**src/awg_dims_pkg.sv**
```systemverilog
package awg_dims_pkg;

  ////////////////////
  // sizes
  ////////////////////

  // channel count and buffer words per channel
  localparam int num_channels = 2;
  localparam int buffer_depth = 16;

  // one buffer word carries several samples side by side
  localparam int sample_width = 12;
  localparam int parallel_samples = 2;
  localparam int word_width = sample_width * parallel_samples;

  localparam int addr_width = $clog2(buffer_depth);
  // one more bit than the address, so a full depth of 16 fits
  localparam int depth_field_width = addr_width + 1;
  localparam int burst_count_width = 16;

  ////////////////////
  // datapath types
  ////////////////////

  typedef logic [word_width-1:0] sample_word_t;
  typedef logic [addr_width-1:0] buf_addr_t;
  typedef logic [$clog2(num_channels)-1:0] channel_t;
  typedef logic [burst_count_width-1:0] burst_count_t;

endpackage

```
**src/awg_ctrl_pkg.sv**
```systemverilog
package awg_ctrl_pkg;

  // per channel trigger behaviour during playback
  typedef enum logic [1:0] {
    trig_off = 2'd0,
    trig_burst_start = 2'd1,
    trig_every_frame = 2'd2
  } trigger_mode_t;

  // host side load state machine
  typedef enum logic [1:0] {
    load_idle = 2'd0,
    load_accepting = 2'd1,
    load_blocking = 2'd2
  } load_state_t;

  // transfer status word
  typedef logic [1:0] err_status_t;
  // no last on the final word
  localparam int err_missing_last_bit = 0;
  // last arrived before the buffers were full
  localparam int err_early_last_bit = 1;

endpackage

```
**src/awg_config_regs.sv**
```systemverilog
`timescale 1ns/10ps

module awg_config_regs (
  input logic dac_clk,
  input logic dma_reset,
  input logic [awg_dims_pkg::num_channels*awg_dims_pkg::depth_field_width-1:0] depth_data,
  input logic depth_valid,
  output logic depth_ready,
  input awg_ctrl_pkg::trigger_mode_t [awg_dims_pkg::num_channels-1:0] trig_cfg_data,
  input logic trig_cfg_valid,
  output logic trig_cfg_ready,
  input awg_dims_pkg::burst_count_t [awg_dims_pkg::num_channels-1:0] burst_len_data,
  input logic burst_len_valid,
  output logic burst_len_ready,
  input logic [1:0] start_stop_data,
  input logic start_stop_valid,
  output logic start_stop_ready,
  input logic sample_valid,
  input logic sample_last,
  output logic sample_ready,
  input logic load_complete,
  input logic player_busy,
  input logic burst_done,
  output awg_dims_pkg::buf_addr_t [awg_dims_pkg::num_channels-1:0] addr_max,
  output awg_dims_pkg::burst_count_t [awg_dims_pkg::num_channels-1:0] burst_max,
  output awg_ctrl_pkg::trigger_mode_t [awg_dims_pkg::num_channels-1:0] trig_mode,
  output awg_ctrl_pkg::load_state_t load_state,
  output logic start_pulse,
  output logic stop_pulse
);

  logic cfg_open;
  logic depth_fire;
  logic sample_fire;

  ////////////////////
  // ready generation
  ////////////////////

  // config only changes while nothing is loading or playing
  assign cfg_open = (load_state == awg_ctrl_pkg::load_idle) && !player_busy;
  assign depth_ready = cfg_open;
  assign trig_cfg_ready = cfg_open;
  assign burst_len_ready = cfg_open;
  assign sample_ready = load_state == awg_ctrl_pkg::load_accepting;
  // start/stop allowed as long as the buffers are not being written
  assign start_stop_ready = load_state != awg_ctrl_pkg::load_accepting;

  assign depth_fire = depth_valid && depth_ready;
  assign sample_fire = sample_valid && sample_ready;

  ////////////////////
  // load state machine
  ////////////////////

  always_ff @(posedge dac_clk) begin
    if (dma_reset) begin
      load_state <= awg_ctrl_pkg::load_idle;
    end else begin
      case (load_state)
        awg_ctrl_pkg::load_idle: begin
          if (depth_fire) begin
            load_state <= awg_ctrl_pkg::load_accepting;
          end
        end
        awg_ctrl_pkg::load_accepting: begin
          // close on the last word itself so no extra word slips in
          if (load_complete || (sample_fire && sample_last)) begin
            load_state <= awg_ctrl_pkg::load_blocking;
          end
        end
        awg_ctrl_pkg::load_blocking: begin
          if (stop_pulse || burst_done) begin
            load_state <= awg_ctrl_pkg::load_idle;
          end
        end
        default: load_state <= awg_ctrl_pkg::load_idle;
      endcase
    end
  end

  ////////////////////
  // config registers
  ////////////////////

  always_ff @(posedge dac_clk) begin
    if (dma_reset) begin
      addr_max <= '0;
      burst_max <= '0;
      trig_mode <= {awg_dims_pkg::num_channels{awg_ctrl_pkg::trig_off}};
    end else begin
      for (int ch = 0; ch < awg_dims_pkg::num_channels; ch++) begin
        // keep depth-1 and length-1 so the other blocks compare directly
        if (depth_fire) begin
          addr_max[ch] <= awg_dims_pkg::buf_addr_t'(
            depth_data[ch*awg_dims_pkg::depth_field_width +: awg_dims_pkg::depth_field_width]
            - 1'b1);
        end
        if (burst_len_valid && burst_len_ready) begin
          burst_max[ch] <= burst_len_data[ch] - 1'b1;
        end
      end
      if (trig_cfg_valid && trig_cfg_ready) begin
        trig_mode <= trig_cfg_data;
      end
    end
  end

  // start/stop word becomes single cycle pulses
  always_ff @(posedge dac_clk) begin
    if (dma_reset) begin
      start_pulse <= 1'b0;
      stop_pulse <= 1'b0;
    end else begin
      start_pulse <= start_stop_valid && start_stop_ready && start_stop_data[1];
      stop_pulse <= start_stop_valid && start_stop_ready && start_stop_data[0];
    end
  end

endmodule

```
**src/awg_buffer_writer.sv**
```systemverilog
`timescale 1ns/10ps

module awg_buffer_writer (
  input logic dac_clk,
  input logic dma_reset,
  input awg_dims_pkg::sample_word_t sample_data,
  input logic sample_fire,
  input logic sample_last,
  input logic depth_accept,
  input awg_ctrl_pkg::load_state_t load_state,
  input awg_dims_pkg::buf_addr_t [awg_dims_pkg::num_channels-1:0] addr_max,
  output logic wr_en,
  output awg_dims_pkg::channel_t wr_channel,
  output awg_dims_pkg::buf_addr_t wr_addr,
  output awg_dims_pkg::sample_word_t wr_word,
  output logic load_complete,
  output awg_ctrl_pkg::err_status_t status_data,
  output logic status_valid,
  input logic status_ready
);

  localparam awg_dims_pkg::channel_t last_channel =
    awg_dims_pkg::channel_t'(awg_dims_pkg::num_channels - 1);

  logic fire_q;
  logic last_q;
  logic [awg_dims_pkg::num_channels-1:0] chan_done;
  logic final_word;

  // accepted word is written one cycle later
  always_ff @(posedge dac_clk) begin
    wr_word <= sample_data;
    last_q <= sample_last;
    if (dma_reset) begin
      fire_q <= 1'b0;
    end else begin
      fire_q <= sample_fire;
    end
  end

  // a filled channel drops further writes
  assign wr_en = fire_q && !chan_done[wr_channel];
  assign final_word = (wr_channel == last_channel) && (wr_addr == addr_max[wr_channel]);
  assign load_complete = wr_en && (last_q || final_word);

  ////////////////////
  // write pointer
  ////////////////////

  always_ff @(posedge dac_clk) begin
    if (dma_reset) begin
      wr_addr <= '0;
      wr_channel <= '0;
      chan_done <= '0;
    end else if (load_state == awg_ctrl_pkg::load_idle) begin
      wr_addr <= '0;
      wr_channel <= '0;
      chan_done <= '0;
    end else if (wr_en) begin
      if (wr_addr == addr_max[wr_channel]) begin
        // end of this channel, step to the next
        wr_addr <= '0;
        chan_done[wr_channel] <= 1'b1;
        if (wr_channel == last_channel) begin
          wr_channel <= '0;
        end else begin
          wr_channel <= wr_channel + 1'b1;
        end
      end else begin
        wr_addr <= wr_addr + 1'b1;
      end
    end
  end

  ////////////////////
  // transfer status
  ////////////////////

  always_ff @(posedge dac_clk) begin
    if (dma_reset) begin
      status_data <= '0;
      status_valid <= 1'b0;
    end else if (depth_accept) begin
      // new load starts with a clean status
      status_data <= '0;
      status_valid <= 1'b0;
    end else begin
      if (status_valid && status_ready) begin
        status_data <= '0;
        status_valid <= 1'b0;
      end
      if (wr_en) begin
        if (final_word) begin
          // buffers full, last should be here
          status_data[awg_ctrl_pkg::err_missing_last_bit] <= !last_q;
          status_valid <= 1'b1;
        end else if (last_q) begin
          status_data[awg_ctrl_pkg::err_early_last_bit] <= 1'b1;
          status_valid <= 1'b1;
        end
      end
    end
  end

endmodule

```
**src/awg_wave_memory.sv**
```systemverilog
`timescale 1ns/10ps

module awg_wave_memory (
  input logic dac_clk,
  input logic wr_en,
  input awg_dims_pkg::channel_t wr_channel,
  input awg_dims_pkg::buf_addr_t wr_addr,
  input awg_dims_pkg::sample_word_t wr_word,
  input awg_dims_pkg::buf_addr_t [awg_dims_pkg::num_channels-1:0] rd_addr,
  output awg_dims_pkg::sample_word_t [awg_dims_pkg::num_channels-1:0] rd_word
);

  for (genvar ch = 0; ch < awg_dims_pkg::num_channels; ch++) begin : g_chan
    awg_dims_pkg::sample_word_t buffer [awg_dims_pkg::buffer_depth];
    // first read register, second is rd_word itself
    awg_dims_pkg::sample_word_t rd_stage;

    // single write port shared by all channels
    always_ff @(posedge dac_clk) begin
      if (wr_en && (wr_channel == awg_dims_pkg::channel_t'(ch))) begin
        buffer[wr_addr] <= wr_word;
      end
    end

    // every channel reads every cycle
    always_ff @(posedge dac_clk) begin
      rd_stage <= buffer[rd_addr[ch]];
      rd_word[ch] <= rd_stage;
    end
  end

endmodule

```
**src/awg_player.sv**
```systemverilog
`timescale 1ns/10ps

module awg_player (
  input logic dac_clk,
  input logic dma_reset,
  input logic start_pulse,
  input logic stop_pulse,
  input awg_dims_pkg::buf_addr_t [awg_dims_pkg::num_channels-1:0] addr_max,
  input awg_dims_pkg::burst_count_t [awg_dims_pkg::num_channels-1:0] burst_max,
  input awg_ctrl_pkg::trigger_mode_t [awg_dims_pkg::num_channels-1:0] trig_mode,
  output awg_dims_pkg::buf_addr_t [awg_dims_pkg::num_channels-1:0] rd_addr,
  input awg_dims_pkg::sample_word_t [awg_dims_pkg::num_channels-1:0] rd_word,
  output awg_dims_pkg::sample_word_t [awg_dims_pkg::num_channels-1:0] dac_data,
  output logic [awg_dims_pkg::num_channels-1:0] dac_trigger,
  output logic player_busy,
  output logic burst_done
);

  localparam int nch = awg_dims_pkg::num_channels;

  logic active;
  awg_dims_pkg::burst_count_t [nch-1:0] frame_cnt;
  logic [nch-1:0] chan_done;

  // per channel flags for the word currently addressed
  logic [nch-1:0] zero_now;
  logic [nch-1:0] trig_now;
  // two stages to line up with the memory read registers
  logic [1:0][nch-1:0] zero_pipe;
  logic [1:0][nch-1:0] trig_pipe;

  assign player_busy = active;
  assign burst_done = active && (&chan_done);

  ////////////////////
  // idle/active FSM
  ////////////////////

  always_ff @(posedge dac_clk) begin
    if (dma_reset) begin
      active <= 1'b0;
    end else if (stop_pulse || burst_done) begin
      active <= 1'b0;
    end else if (start_pulse) begin
      active <= 1'b1;
    end
  end

  ////////////////////
  // address and frame counters
  ////////////////////

  always_ff @(posedge dac_clk) begin
    if (dma_reset) begin
      rd_addr <= '0;
      frame_cnt <= '0;
      chan_done <= '0;
    end else if (!active) begin
      rd_addr <= '0;
      frame_cnt <= '0;
      chan_done <= '0;
    end else begin
      for (int ch = 0; ch < nch; ch++) begin
        // a finished channel holds where it is
        if (!chan_done[ch]) begin
          if (rd_addr[ch] == addr_max[ch]) begin
            rd_addr[ch] <= '0;
            if (frame_cnt[ch] == burst_max[ch]) begin
              frame_cnt[ch] <= '0;
              chan_done[ch] <= 1'b1;
            end else begin
              frame_cnt[ch] <= frame_cnt[ch] + 1'b1;
            end
          end else begin
            rd_addr[ch] <= rd_addr[ch] + 1'b1;
          end
        end
      end
    end
  end

  // trigger on the first word of a frame, per channel mode
  always_comb begin
    for (int ch = 0; ch < nch; ch++) begin
      zero_now[ch] = !active || chan_done[ch];
      trig_now[ch] = 1'b0;
      if (!zero_now[ch] && (rd_addr[ch] == '0)) begin
        if (trig_mode[ch] == awg_ctrl_pkg::trig_every_frame) begin
          trig_now[ch] = 1'b1;
        end
        if ((trig_mode[ch] == awg_ctrl_pkg::trig_burst_start) && (frame_cnt[ch] == '0)) begin
          trig_now[ch] = 1'b1;
        end
      end
    end
  end

  ////////////////////
  // output alignment
  ////////////////////

  // address cycle + 3 = dac_data cycle, for data and trigger alike
  always_ff @(posedge dac_clk) begin
    if (dma_reset) begin
      zero_pipe <= '1;
      trig_pipe <= '0;
      dac_trigger <= '0;
      dac_data <= '0;
    end else begin
      zero_pipe <= {zero_pipe[0], zero_now};
      trig_pipe <= {trig_pipe[0], trig_now};
      dac_trigger <= trig_pipe[1];
      for (int ch = 0; ch < nch; ch++) begin
        if (zero_pipe[1][ch]) begin
          dac_data[ch] <= '0;
        end else begin
          dac_data[ch] <= rd_word[ch];
        end
      end
    end
  end

endmodule

```
**src/awg_top.sv**
```systemverilog
`timescale 1ns/10ps

module awg_top (
  input logic dac_clk,
  input logic dma_reset,
  // configuration streams
  input logic [awg_dims_pkg::num_channels*awg_dims_pkg::depth_field_width-1:0] depth_data,
  input logic depth_valid,
  output logic depth_ready,
  input awg_ctrl_pkg::trigger_mode_t [awg_dims_pkg::num_channels-1:0] trig_cfg_data,
  input logic trig_cfg_valid,
  output logic trig_cfg_ready,
  input awg_dims_pkg::burst_count_t [awg_dims_pkg::num_channels-1:0] burst_len_data,
  input logic burst_len_valid,
  output logic burst_len_ready,
  input logic [1:0] start_stop_data,
  input logic start_stop_valid,
  output logic start_stop_ready,
  // waveform load stream
  input awg_dims_pkg::sample_word_t sample_data,
  input logic sample_valid,
  input logic sample_last,
  output logic sample_ready,
  // transfer status
  output awg_ctrl_pkg::err_status_t status_data,
  output logic status_valid,
  input logic status_ready,
  // dac side
  output awg_dims_pkg::sample_word_t [awg_dims_pkg::num_channels-1:0] dac_data,
  output logic [awg_dims_pkg::num_channels-1:0] dac_trigger
);

  // stored configuration
  awg_dims_pkg::buf_addr_t [awg_dims_pkg::num_channels-1:0] addr_max;
  awg_dims_pkg::burst_count_t [awg_dims_pkg::num_channels-1:0] burst_max;
  awg_ctrl_pkg::trigger_mode_t [awg_dims_pkg::num_channels-1:0] trig_mode;
  awg_ctrl_pkg::load_state_t load_state;
  logic start_pulse;
  logic stop_pulse;

  // handshakes seen by the writer
  logic sample_fire;
  logic depth_accept;

  // write port
  logic wr_en;
  awg_dims_pkg::channel_t wr_channel;
  awg_dims_pkg::buf_addr_t wr_addr;
  awg_dims_pkg::sample_word_t wr_word;
  logic load_complete;

  // read ports
  awg_dims_pkg::buf_addr_t [awg_dims_pkg::num_channels-1:0] rd_addr;
  awg_dims_pkg::sample_word_t [awg_dims_pkg::num_channels-1:0] rd_word;
  logic player_busy;
  logic burst_done;

  assign sample_fire = sample_valid && sample_ready;
  assign depth_accept = depth_valid && depth_ready;

  awg_config_regs config_regs_i (
    .dac_clk(dac_clk),
    .dma_reset(dma_reset),
    .depth_data(depth_data),
    .depth_valid(depth_valid),
    .depth_ready(depth_ready),
    .trig_cfg_data(trig_cfg_data),
    .trig_cfg_valid(trig_cfg_valid),
    .trig_cfg_ready(trig_cfg_ready),
    .burst_len_data(burst_len_data),
    .burst_len_valid(burst_len_valid),
    .burst_len_ready(burst_len_ready),
    .start_stop_data(start_stop_data),
    .start_stop_valid(start_stop_valid),
    .start_stop_ready(start_stop_ready),
    .sample_valid(sample_valid),
    .sample_last(sample_last),
    .sample_ready(sample_ready),
    .load_complete(load_complete),
    .player_busy(player_busy),
    .burst_done(burst_done),
    .addr_max(addr_max),
    .burst_max(burst_max),
    .trig_mode(trig_mode),
    .load_state(load_state),
    .start_pulse(start_pulse),
    .stop_pulse(stop_pulse)
  );

  awg_buffer_writer buffer_writer_i (
    .dac_clk(dac_clk),
    .dma_reset(dma_reset),
    .sample_data(sample_data),
    .sample_fire(sample_fire),
    .sample_last(sample_last),
    .depth_accept(depth_accept),
    .load_state(load_state),
    .addr_max(addr_max),
    .wr_en(wr_en),
    .wr_channel(wr_channel),
    .wr_addr(wr_addr),
    .wr_word(wr_word),
    .load_complete(load_complete),
    .status_data(status_data),
    .status_valid(status_valid),
    .status_ready(status_ready)
  );

  awg_wave_memory wave_memory_i (
    .dac_clk(dac_clk),
    .wr_en(wr_en),
    .wr_channel(wr_channel),
    .wr_addr(wr_addr),
    .wr_word(wr_word),
    .rd_addr(rd_addr),
    .rd_word(rd_word)
  );

  awg_player player_i (
    .dac_clk(dac_clk),
    .dma_reset(dma_reset),
    .start_pulse(start_pulse),
    .stop_pulse(stop_pulse),
    .addr_max(addr_max),
    .burst_max(burst_max),
    .trig_mode(trig_mode),
    .rd_addr(rd_addr),
    .rd_word(rd_word),
    .dac_data(dac_data),
    .dac_trigger(dac_trigger),
    .player_busy(player_busy),
    .burst_done(burst_done)
  );

endmodule

```
**config.mk**
```make
export PLATFORM = sky130hd
export DESIGN_NAME = awg_top
export DESIGN_NICKNAME = d
export VERILOG_FILES = /design/src/awg_dims_pkg.sv /design/src/awg_ctrl_pkg.sv /design/src/awg_config_regs.sv /design/src/awg_buffer_writer.sv /design/src/awg_wave_memory.sv /design/src/awg_player.sv /design/src/awg_top.sv
export SDC_FILE = /design/constraint.sdc
export NUM_CORES = 1
export LEC_CHECK = 0
export ABC_AREA = 1
export BUFFER_PORTS_ARGS = -buffer_cell sky130_fd_sc_hd__buf_2
export CAP_MARGIN = 10
export CORE_ASPECT_RATIO = 0.75
export CORE_UTILIZATION = 30
export DETAILED_ROUTE_END_ITERATION = 12
export GPL_ROUTABILITY_DRIVEN = 0
export PLACE_DENSITY_LB_ADDON = 0.1
export RECOVER_POWER = 50
export SYNTH_ARGS = -nofsm -noshare
export SYNTH_HDL_FRONTEND = slang
export SYNTH_SLANG_ARGS = --single-unit
```
**constraint.sdc**
```tcl
create_clock -name dac_clk -period 6.8 [get_ports dac_clk]
set_input_delay 0.68 -clock dac_clk [delete_from_list [all_inputs] [get_ports dac_clk]]
set_output_delay 0.68 -clock dac_clk [all_outputs]
set_load 0.05 [all_outputs]
```
=== Word level (Yosys, flattened, before mapping) ===
Memories as Yosys holds them, arrays and structs flattened. A register that Yosys moved wholly into a read port is not among the register bits.
Cells that the tools add are included.

* Eq/ne operators: 15
* Magnitude comparators: 2
* Add/subtract/negate cells: 10
* Multiplexer cells: 39
* Bitwise logic cells: 7
* Reductions and logical operators: 49

{| class="wikitable"
|+ Operators by type and width
! operator !! count
|-
| $add A16 B1 Y16 const B || 2
|-
| $eq A16 B16 Y1 || 2
|-
| $logic_not A16 Y1 || 2
|-
| $mux W16 || 2
|-
| $sub A16 B1 Y16 const B || 2
|-
| $mux W1 || 25
|-
| $logic_and A1 B1 Y1 || 21
|-
| $mux W4 || 5
|-
| $reduce_or A2 Y1 || 8
|-
| $add A4 B1 Y4 const B || 3
|-
| $eq A4 B4 Y1 || 3
|-
| $mux W2 || 5
|-
| $logic_not A4 Y1 || 2
|-
| $reduce_and A2 Y1 || 4
|-
| $sub A4 B1 Y4 const B || 2
|-
| $eq A2 B1 Y1 const B || 3
|-
| $eq A2 B2 Y1 const B || 3
|-
| $ne A2 B1 Y1 const B || 3
|-
| $not A1 Y1 || 6
|-
| $pmux W2 S3 || 1
|-
| $logic_not A1 Y1 || 5
|-
| $logic_or A1 B1 Y1 || 5
|-
| $reduce_and A3 Y1 || 1
|-
| $logic_not A2 Y1 || 1
|-
| 6 further kinds || 6
|}

* RAM bits: 768
* Memories kept: 2
* Bits in registers: 233
* Input port bits: 81
* Word-level logic and storage cells: 157

{| class="wikitable"
|+ Memory list
! name !! words !! width !! rd ports !! clocked after Yosys merged registers in !! wr ports !! line !! text
|-
| wave_memory_i.g_chan[0].buffer || 16 || 24 || 1 || 1 || 1 || awg_wave_memory.sv:14 || <nowiki>awg_dims_pkg::sample_word_t buffer [awg_dims_pkg::buffer_depth];</nowiki>
|-
| wave_memory_i.g_chan[1].buffer || 16 || 24 || 1 || 1 || 1 || awg_wave_memory.sv:14 ||
|}

=== Logic depth before layout (Yosys ltp) ===
Gate-level depths: netlist (run 1).

* Word-level depth: 9
* Gate-level depth with buffers: 12

=== Hierarchy ===
Synthesis (run 1) repeated with hierarchy kept, for this count alone.

* Cell total of the unflattened synthesis: 4,542
* Area total of the unflattened synthesis: 43,739.4 um2

{| class="wikitable"
|+ Modules (own cells, without submodules)
! module !! cells each !! area an instance (um2) !! instances
|-
| awg_wave_memory || 3,255 || 34,870.9 || 1
|-
| awg_player || 764 || 5,001.0 || 1
|-
| awg_config_regs || 395 || 2,650.0 || 1
|-
| awg_buffer_writer || 124 || 1,202.4 || 1
|-
| awg_top || 4 || 15.0 || 1
|}

=== Worst setup path before layout (run 1) ===
Ideal clock, no wire load.

* Kind: reg-to-reg
* Start point: register buffer_writer_i.wr_channel
* End point: memory wave_memory_i.g_chan[0].buffer[10][0] (netlist name), enable pin
* Buffers on the path: 2
* Data required time: 6,395 ps
* Cell stages (with the launch flop): 8
* Library setup time: 405 ps
* Arrival: 2,199 ps
* Path slack: 4,196 ps
* Cells stage by stage: dfxtp_1 buf_4 nand2_1 nand2_1 a21oi_4 nand2_1 clkbuf_1 nor2_1

* Longest elaborated chain between the ends: 7

{| class="wikitable"
|+ RTL lines
! element !! line !! text
|-
| from (decl) || awg_buffer_writer.sv:13 || <nowiki>output awg_dims_pkg::channel_t wr_channel,</nowiki>
|-
| from (signal assigned) || awg_buffer_writer.sv:67 || <nowiki>wr_channel <= wr_channel + 1'b1;</nowiki>
|-
| $mux W1 (implied by the code) (2 in a row) || awg_buffer_writer.sv:42 || <nowiki>assign wr_en = fire_q && !chan_done[wr_channel];</nowiki>
|-
| $logic_not A1 Y1 || awg_buffer_writer.sv:42 ||
|-
| $logic_and A1 B1 Y1 || awg_buffer_writer.sv:42 ||
|-
| $logic_and A1 B1 Y1 * || awg_wave_memory.sv:20 || <nowiki>if (wr_en && (wr_channel == awg_dims_pkg::channel_t'(ch))) begin</nowiki>
|-
| $mux W1 * || awg_wave_memory.sv:20 ||
|-
| $mux W1 (implied by the code) * || awg_wave_memory.sv:21 || <nowiki>buffer[wr_addr] <= wr_word;</nowiki>
|-
| to (decl) || awg_wave_memory.sv:14 ||
|}

Mark *: on every way between the ends. The rest lies on a longest branch, timed or not. The select of a mux whose other input is x is not followed.

=== Worst setup path in the final report (run 1) ===
* Start point: input port dma_reset
* End point: register player_i.rd_addr[6] (netlist name)

* Longest elaborated chain between the ends: 1

{| class="wikitable"
|+ RTL lines
! element !! line !! text
|-
| from (decl) || awg_top.sv:5 || <nowiki>input logic dma_reset,</nowiki>
|-
| $reduce_or A2 Y1 (no line) || -- ||
|-
| to (signal, indexed assignment) || awg_player.sv:75 || <nowiki>rd_addr[ch] <= rd_addr[ch] + 1'b1;</nowiki>
|-
| to (decl) || awg_player.sv:11 || <nowiki>output awg_dims_pkg::buf_addr_t [awg_dims_pkg::num_channels-1:0] rd_addr,</nowiki>
|}

No other way between the ends.
A chain may end at the register's enable or synchronous reset.

==> flow_summary_export.csv, run 1 <==
group,metric,value,unit
placed_design,dp_hpwl,58600,um
power,p_leak,15.7,nW
sta,rsz0062_at_grt,"false",
floorplan,die_w,423,um
setup_path,crit_chain,"clkbuf_1 > nor2_1 > clkbuf_1 > clkinv_1 > clkbuf_1 > a21oi_1 > o211ai_1 > inv_1",
yosys,seq_area_frac_synth,0.720,
grt,grt.overflow.total,0,
status,status,"finished, violations left",
yosys,async_reset_ff_frac,0,
floorplan,rows,115,
clock_network,clock-sinks,1049,
status,violations,"capacitance limit, slew limit",
cells_and_area,final_cell_mix,"768 x edfxtp_1, 518 x nor2_1, 415 x o21ai_0, 275 x dfxtp_1, 207 x nand2_1",
clock_network,ctsHtreeMaxLevel,3,
grt,antenna_found_initial,3,
hold_path,hp-class,"in2reg",
yosys,ys_ff_latch,1049,
cells_and_area,multi_input_area,0.00977,mm^2
clock_network,insertion_delay,720,ps
drt,vias_per_cell,4.80,
placed_design,port_buffers,136,
floorplan,io_pins,139,
cells_and_area,drive_above_1_share,0.110,
cells_and_area,final_common_cell,"edfxtp_1",
sta,tns,0,ps
power,power,0.0138,W
drt,firstDrtPassIters,5,
yosys,synth.top_cell.area_share,0.578,
sta,slew_violations,320,
yosys,netlist_top_cells_area,"edfxtp_1 58%, dfxtp_1 14%, o21ai_0 5.2%",
grt,gr-usage-met3,0.0266,
drt,vias,25100,
grt,grt_pass1_wl,168000,um
sta,finalHoldViolCount,0,
drt,drt_iter0_markers,1693,
setup_path,arrival,3720,ps
cells_and_area,syn_to_final_growth,15.7,%
yosys,synth-edff-count,768,
floorplan,initial_core_util,0.303,
yosys,synth_area_leader_cell,"edfxtp_1",
yosys,netlist_instances,3272,
sta,setup_violations,0,
yosys,synthFlopType,"edfxtp_1",
floorplan,core,0.132,mm^2
floorplan,dieArea,0.134,mm^2
setup_path,slowest_stage,"clkbuf_1",
yosys,syn_nets,3369,
sta,tightest_slew,1780,ps
setup_path,worst_setup_path_end_kind,"flop",
drt,ant_nets,0,
hold_path,hold-path-cell-count,1,
drt,remaining_drc_errors,0,
flow_run,cap_viol_max_count,10,
setup_path,worstSetupPathType,"in2reg",
grt,grt_max_degree,158,
sta,fmax,319,MHz
setup_path,reg2regPathDepth,6,
setup_path,critPathBufInv,5,
grt,globalRouteTotalUtil,0.167,
grt,use_met2,0.259,
grt,met1_usage,0.247,
cells_and_area,fillers,13100,
sta,final.min_clock_period,3140,ps
setup_path,path_common_cell,"clkbuf_1",
clock_network,cts_buffers,109,
yosys,yosysUniqueCellTypes,42,
power,vdd_drop_max,0.217,mV
setup_path,worst_ep_required_time,7380,ps
sta,timing.final.crit_share,0.462,
clock_network,cts_tree,"done",
yosys,syn_avg_cell_area,12.2,um^2
clock_network,cts_resized,0,
setup_path,cp_num_cells,8,
grt,first_global_vias,24700,
clock_network,clk_pin_slew,60,ps
drt,wl_per_cell,21.7,um
cells_and_area,fin_nets,3477,
setup_path,worst-path-max-fanout,25,
grt,grt-busiest-layer,"met2",
power,p_per_area,299,mW/mm^2
setup_path,worst_setup_path_start_kind,"input port",
setup_path,critPathMaxStageDelay,1050,ps
floorplan,fp.dieH,318,um
setup_path,cp_top_family,"buffers and inverters",
yosys,netlist_area,0.0399,mm^2
clock_network,cts-root-buf,"clkbuf_16",
sta,max_slew_margin,-0.185,
clock_network,cts_buffer_depth,3,
yosys,yosys_warnings,0,
cells_and_area,seq_area,0.0287,mm^2
drt,detail_route.wirelength,114000,um
sta,clock_skew,29.1,ps
[cell families (layout without fill, tap and decap cells)]
kind of cell,Yosys count,in the layout,synth area share
buffers and inverters,398,600,0.0414
flip-flops,1049,1049,0.720
adder cells (fa/ha/maj),16,16,0.00502
AND/OR/NAND/NOR,937,937,0.0971
XOR/XNOR,76,76,0.0167
other,0,1,0
AO/OA/AOI/OAI,796,796,0.120
[power breakdown]
| part | internal [W] | leakage, nW | switching [W] |
|---|---|---|---|
| Clock | 0.00341 | 1.75 | 0.00257 |
| Combinational | 0.000204 | 4.68 | 0.000527 |
| Sequential | 0.00697 | 9.23 | 0.000110 |
[cell usage after synthesis (2+ instances only)]
master and number:
edfxtp_1 768, nor2_1 550, o21ai_0 415, dfxtp_1 281, nand2_1 206, inv_1 173
o221ai_1 133, clkbuf_1 117, nand3_1 99, buf_2 74, a21oi_1 72, o211ai_1 64
o22ai_1 60, xnor2_1 38, xor2_1 38, nand4_1 29, o21ai_1 24, ha_1 16
nor3_1 16, nand3b_1 14, o21bai_1 9, buf_4 8, inv_2 8, or2_2 7
a31oi_1 6, clkbuf_2 6, buf_1 5, nand2_2 5, nor4_1 5, a211oi_1 4
o31ai_1 4, buf_6 3, clkinv_1 3, a21oi_2 2, nand3_2 2, nor2_4 2
[stage by stage]
| stage | setup slack [ps] | area, um^2 | util | hold WS, ps | cells |
|---|---|---|---|---|---|
| finish | 3660 | 46100 | 0.351 | 70.5 | 5230 |
| global route | 3370 | 46100 | 0.351 | 21.8 | 5229 |
| CTS | 3650 | 46200 | 0.351 | 1.81 | 5229 |
| detailed placement | 3660 | 42600 | 0.324 | 313 | 5016 |
| global placement | 3650 | 42600 | 0.324 | 312 | 5016 |
| floorplan | 4200 | 39900 | - | 310 | 3272 |
[sequential cells by signal, indices dropped and copies added (netlist names), 4 cells and up]
register	flops
config_regs_i.trig_mode	4
buffer_writer_i.wr_word	24
wave_memory_i.g_chan.buffer	768
player_i.frame_cnt	32
player_i.dac_data	48
wave_memory_i.rd_word	48
config_regs_i.burst_max	32
player_i.rd_addr	8
player_i.trig_pipe	4
buffer_writer_i.wr_addr	4
wave_memory_i.g_chan.rd_stage	48
player_i.zero_pipe	4
config_regs_i.addr_max	8
[repair_timing]
item | CTS | global route
hold buffers | 8 | 0
hold endpoints to repair | 8 | 0
buffers inserted | 0 | 0
[worst paths after layout]
check                                       from                              endpoint  slack, ps
max                                    dma_reset                   player_i.rd_addr[6]       3660
min                              sample_data[12]           buffer_writer_i.wr_word[12]         70
max reg2reg                  player_i.rd_addr[4]  wave_memory_i.g_chan[1].rd_stage[13]       3670
min reg2reg  wave_memory_i.g_chan[1].rd_stage[8]             wave_memory_i.rd_word[32]        320
[cell type report]
class / count / area share
Sequential cell: 1049 / 0.622
Multi-Input combinational cell: 1825 / 0.212
Clock buffer: 167 / 0.0689
Tap cell: 1755 / 0.0476
Timing Repair Buffer: 210 / 0.0254
Inverter: 185 / 0.0153
Clock inverter: 38 / 0.00838
Antenna cell: 1 / 0.0000543
[routing by layer]
layer | wire [um] | part of all wire
met5 | 21 | 0.00018
met4 | 1920 | 0.017
met2 | 50700 | 0.45
met3 | 4070 | 0.036
met1 | 57000 | 0.50
[worst register-to-register path, stage by stage, from the launching register on]
cell,delay (ps)
dfxtp_4,680
buf_4,760
buf_4,890
o21ai_0,260
o221ai_1,240
nand3_1,110
nand2_1,130
Note: power is estimated with default switching activity, not from simulation.
==> run 2, diff against run 1 <==
clock period = 3.2 ns   (was 6.8 ns; I/O delays follow)
==> flow_summary_export.csv, run 2 (synthesized netlist as in run 1, its figures left out) <==
group,metric,value,unit
clock_network,cts_buffers,110,
grt,first_global_vias,24700,
floorplan,io_pins,139,
cells_and_area,fin_nets,3573,
clock_network,post-cts-setup-buffer-count,0,
grt,antenna_found_initial,3,
setup_path,critPathBufInv,2,
grt,globalRouteTotalUtil,0.165,
clock_network,clk_pin_slew,60,ps
grt,grt-busiest-layer,"met1",
setup_path,crit_chain,"clkbuf_1 > buf_4 > or2_0 > nor2_1",
sta,fmax,398,MHz
cells_and_area,largest_reg_flops,768,
clock_network,cts_resized,0,
setup_path,reg2reg_to,"wave_memory_i.g_chan[1].buffer[12][5]",
placed_design,dpl.cell_count,5042,
status,violations,"capacitance limit, slew limit",
power,vdd_drop_max,0.381,mV
setup_path,worst_setup_path_end_kind,"flop",
clock_network,ctsHtreeMaxLevel,3,
cells_and_area,final_common_cell,"edfxtp_1",
drt,ant_nets,0,
placed_design,dp_hpwl,61000,um
setup_path,slowest_stage,"or2_0",
sta,clock_skew,33.6,ps
drt,firstDrtPassIters,5,
grt,use_met2,0.244,
sta,max_slew_margin,-0.319,
setup_path,critPathMaxStageDelay,1450,ps
drt,detail_route.wirelength,113000,um
grt,grt_max_degree,135,
setup_path,worst-path-max-fanout,24,
placed_design,port_buffers,136,
grt,grt_pass1_wl,167000,um
grt,met1_usage,0.252,
sta,tns,0,ps
setup_path,rr_startpoint,"buffer_writer_i.wr_channel",
floorplan,rows,115,
sta,setup_violations,0,
flow_run,cap_viol_max_count,18,
cells_and_area,seq_area,0.0287,mm^2
setup_path,reg2regPathDepth,6,
grt,gr-usage-met3,0.0269,
sta,timing.final.crit_share,0.785,
cells_and_area,finish.utilization,0.359,
cells_and_area,final_cell_mix,"768 x edfxtp_1, 518 x nor2_1, 415 x o21ai_0, 275 x dfxtp_1, 207 x nand2_1",
floorplan,dieArea,0.134,mm^2
sta,rsz0062_at_grt,"false",
sta,slew_violations,545,
power,p_per_area,625,mW/mm^2
hold_path,hp-class,"in2reg",
clock_network,cts_tree,"done",
drt,wl_per_cell,21.1,um
setup_path,cp_top_family,"simple AND/OR/NAND/NOR gates",
grt,grt.overflow.total,0,
cells_and_area,fillers,13000,
setup_path,arrival,3020,ps
cells_and_area,top_register,"wave_memory_i.g_chan.buffer",
setup_path,crit_start,"dma_reset",
clock_network,cts-root-buf,"clkbuf_16",
cells_and_area,fin_cells,5328,
power,p_leak,16.1,nW
drt,remaining_drc_errors,0,
sta,final.min_clock_period,2510,ps
drt,drt_iter0_markers,1835,
drt,vias_per_cell,4.77,
setup_path,worstSetupPathType,"in2reg",
floorplan,fp.dieH,318,um
setup_path,cp-endpoint,"player_i.dac_data[5]",
cells_and_area,syn_to_final_growth,18.3,%
floorplan,core,0.132,mm^2
clock_network,cts_buffer_depth,3,
cells_and_area,multi_input_area,0.00977,mm^2
clock_network,insertion_delay,730,ps
setup_path,worst_setup_path_start_kind,"input port",
status,status,"finished, violations left",
setup_path,r2r_slack,840,ps
drt,vias,25400,
sta,tightest_slew,1980,ps
sta,finalHoldViolCount,0,
setup_path,cp_num_cells,4,
setup_path,worst_ep_required_time,3710,ps
power,power,0.0295,W
cells_and_area,drive_above_1_share,0.112,
floorplan,die_w,423,um
clock_network,clock-sinks,1049,
floorplan,initial_core_util,0.303,
placed_design,pre_cts_slack,797,ps
sta,fin_ws,689,ps
==> run 2: worst min path at each step <==
stage | start | endpoint | cells after the start
after global routing | burst_len_data[11] | config_regs_i.burst_max[11] | 4
after floorplan | wave_memory_i.g_chan[0].rd_stage[0] | wave_memory_i.rd_word[0] | 0
after detailed placement | wave_memory_i.g_chan[0].rd_stage[4] | wave_memory_i.rd_word[4] | 0
after global placement | wave_memory_i.g_chan[1].rd_stage[3] | wave_memory_i.rd_word[27] | 0
final | burst_len_data[29] | config_regs_i.burst_max[29] | 5
after CTS | dma_reset | player_i.trig_pipe[3] | 2
==> run 2: stage by stage <==
| step | hold WS, ps | area (um^2) |
|---|---|---|
| after detailed placement | 312 | 42900 |
| after floorplan | 310 | 39900 |
| after global routing | 43.8 | 47100 |
| after global placement | 313 | 42900 |
| final | 68.4 | 47100 |
| after CTS | 3.18 | 47300 |
==> run 2: report_power, final <==
part           leakage, nW  switching [W]  internal (W)  total (W)
combinational         5.09        0.00117      0.000516    0.00168
clock                 1.77        0.00545       0.00733     0.0128
sequential            9.23       0.000203        0.0148     0.0150
total                 16.1        0.00682        0.0227     0.0295
==> run 2: cell type report <==
cell class,count,area share
multi-input combinational,1825,0.207
timing repair buffer,305,0.0457
antenna,2,0.000106
clock buffer,176,0.0702
sequential,1049,0.609
inverter,185,0.0150
tap,1755,0.0466
clock inverter,31,0.00650
==> run 2: timing repair <==
action	in CTS	in global routing
hold endpoints to repair	73	0
setup endpoints to repair	0	0
hold buffers	76	0
==> run 2: routing by layer <==
| layer | share of wire | wire, um |
|---|---|---|
| met3 | 0.040 | 4550 |
| met2 | 0.43 | 48300 |
| met5 | 0 | 0 |
| met4 | 0.016 | 1850 |
| met1 | 0.51 | 57900 |
==> run 2: worst reg2reg max path: stages (launching register included) <==
cell and delay, ps:
dfxtp_1 560, inv_4 110, a21oi_4 300, nand2_2 110, buf_4 280, nor2_4 450, buf_12 240
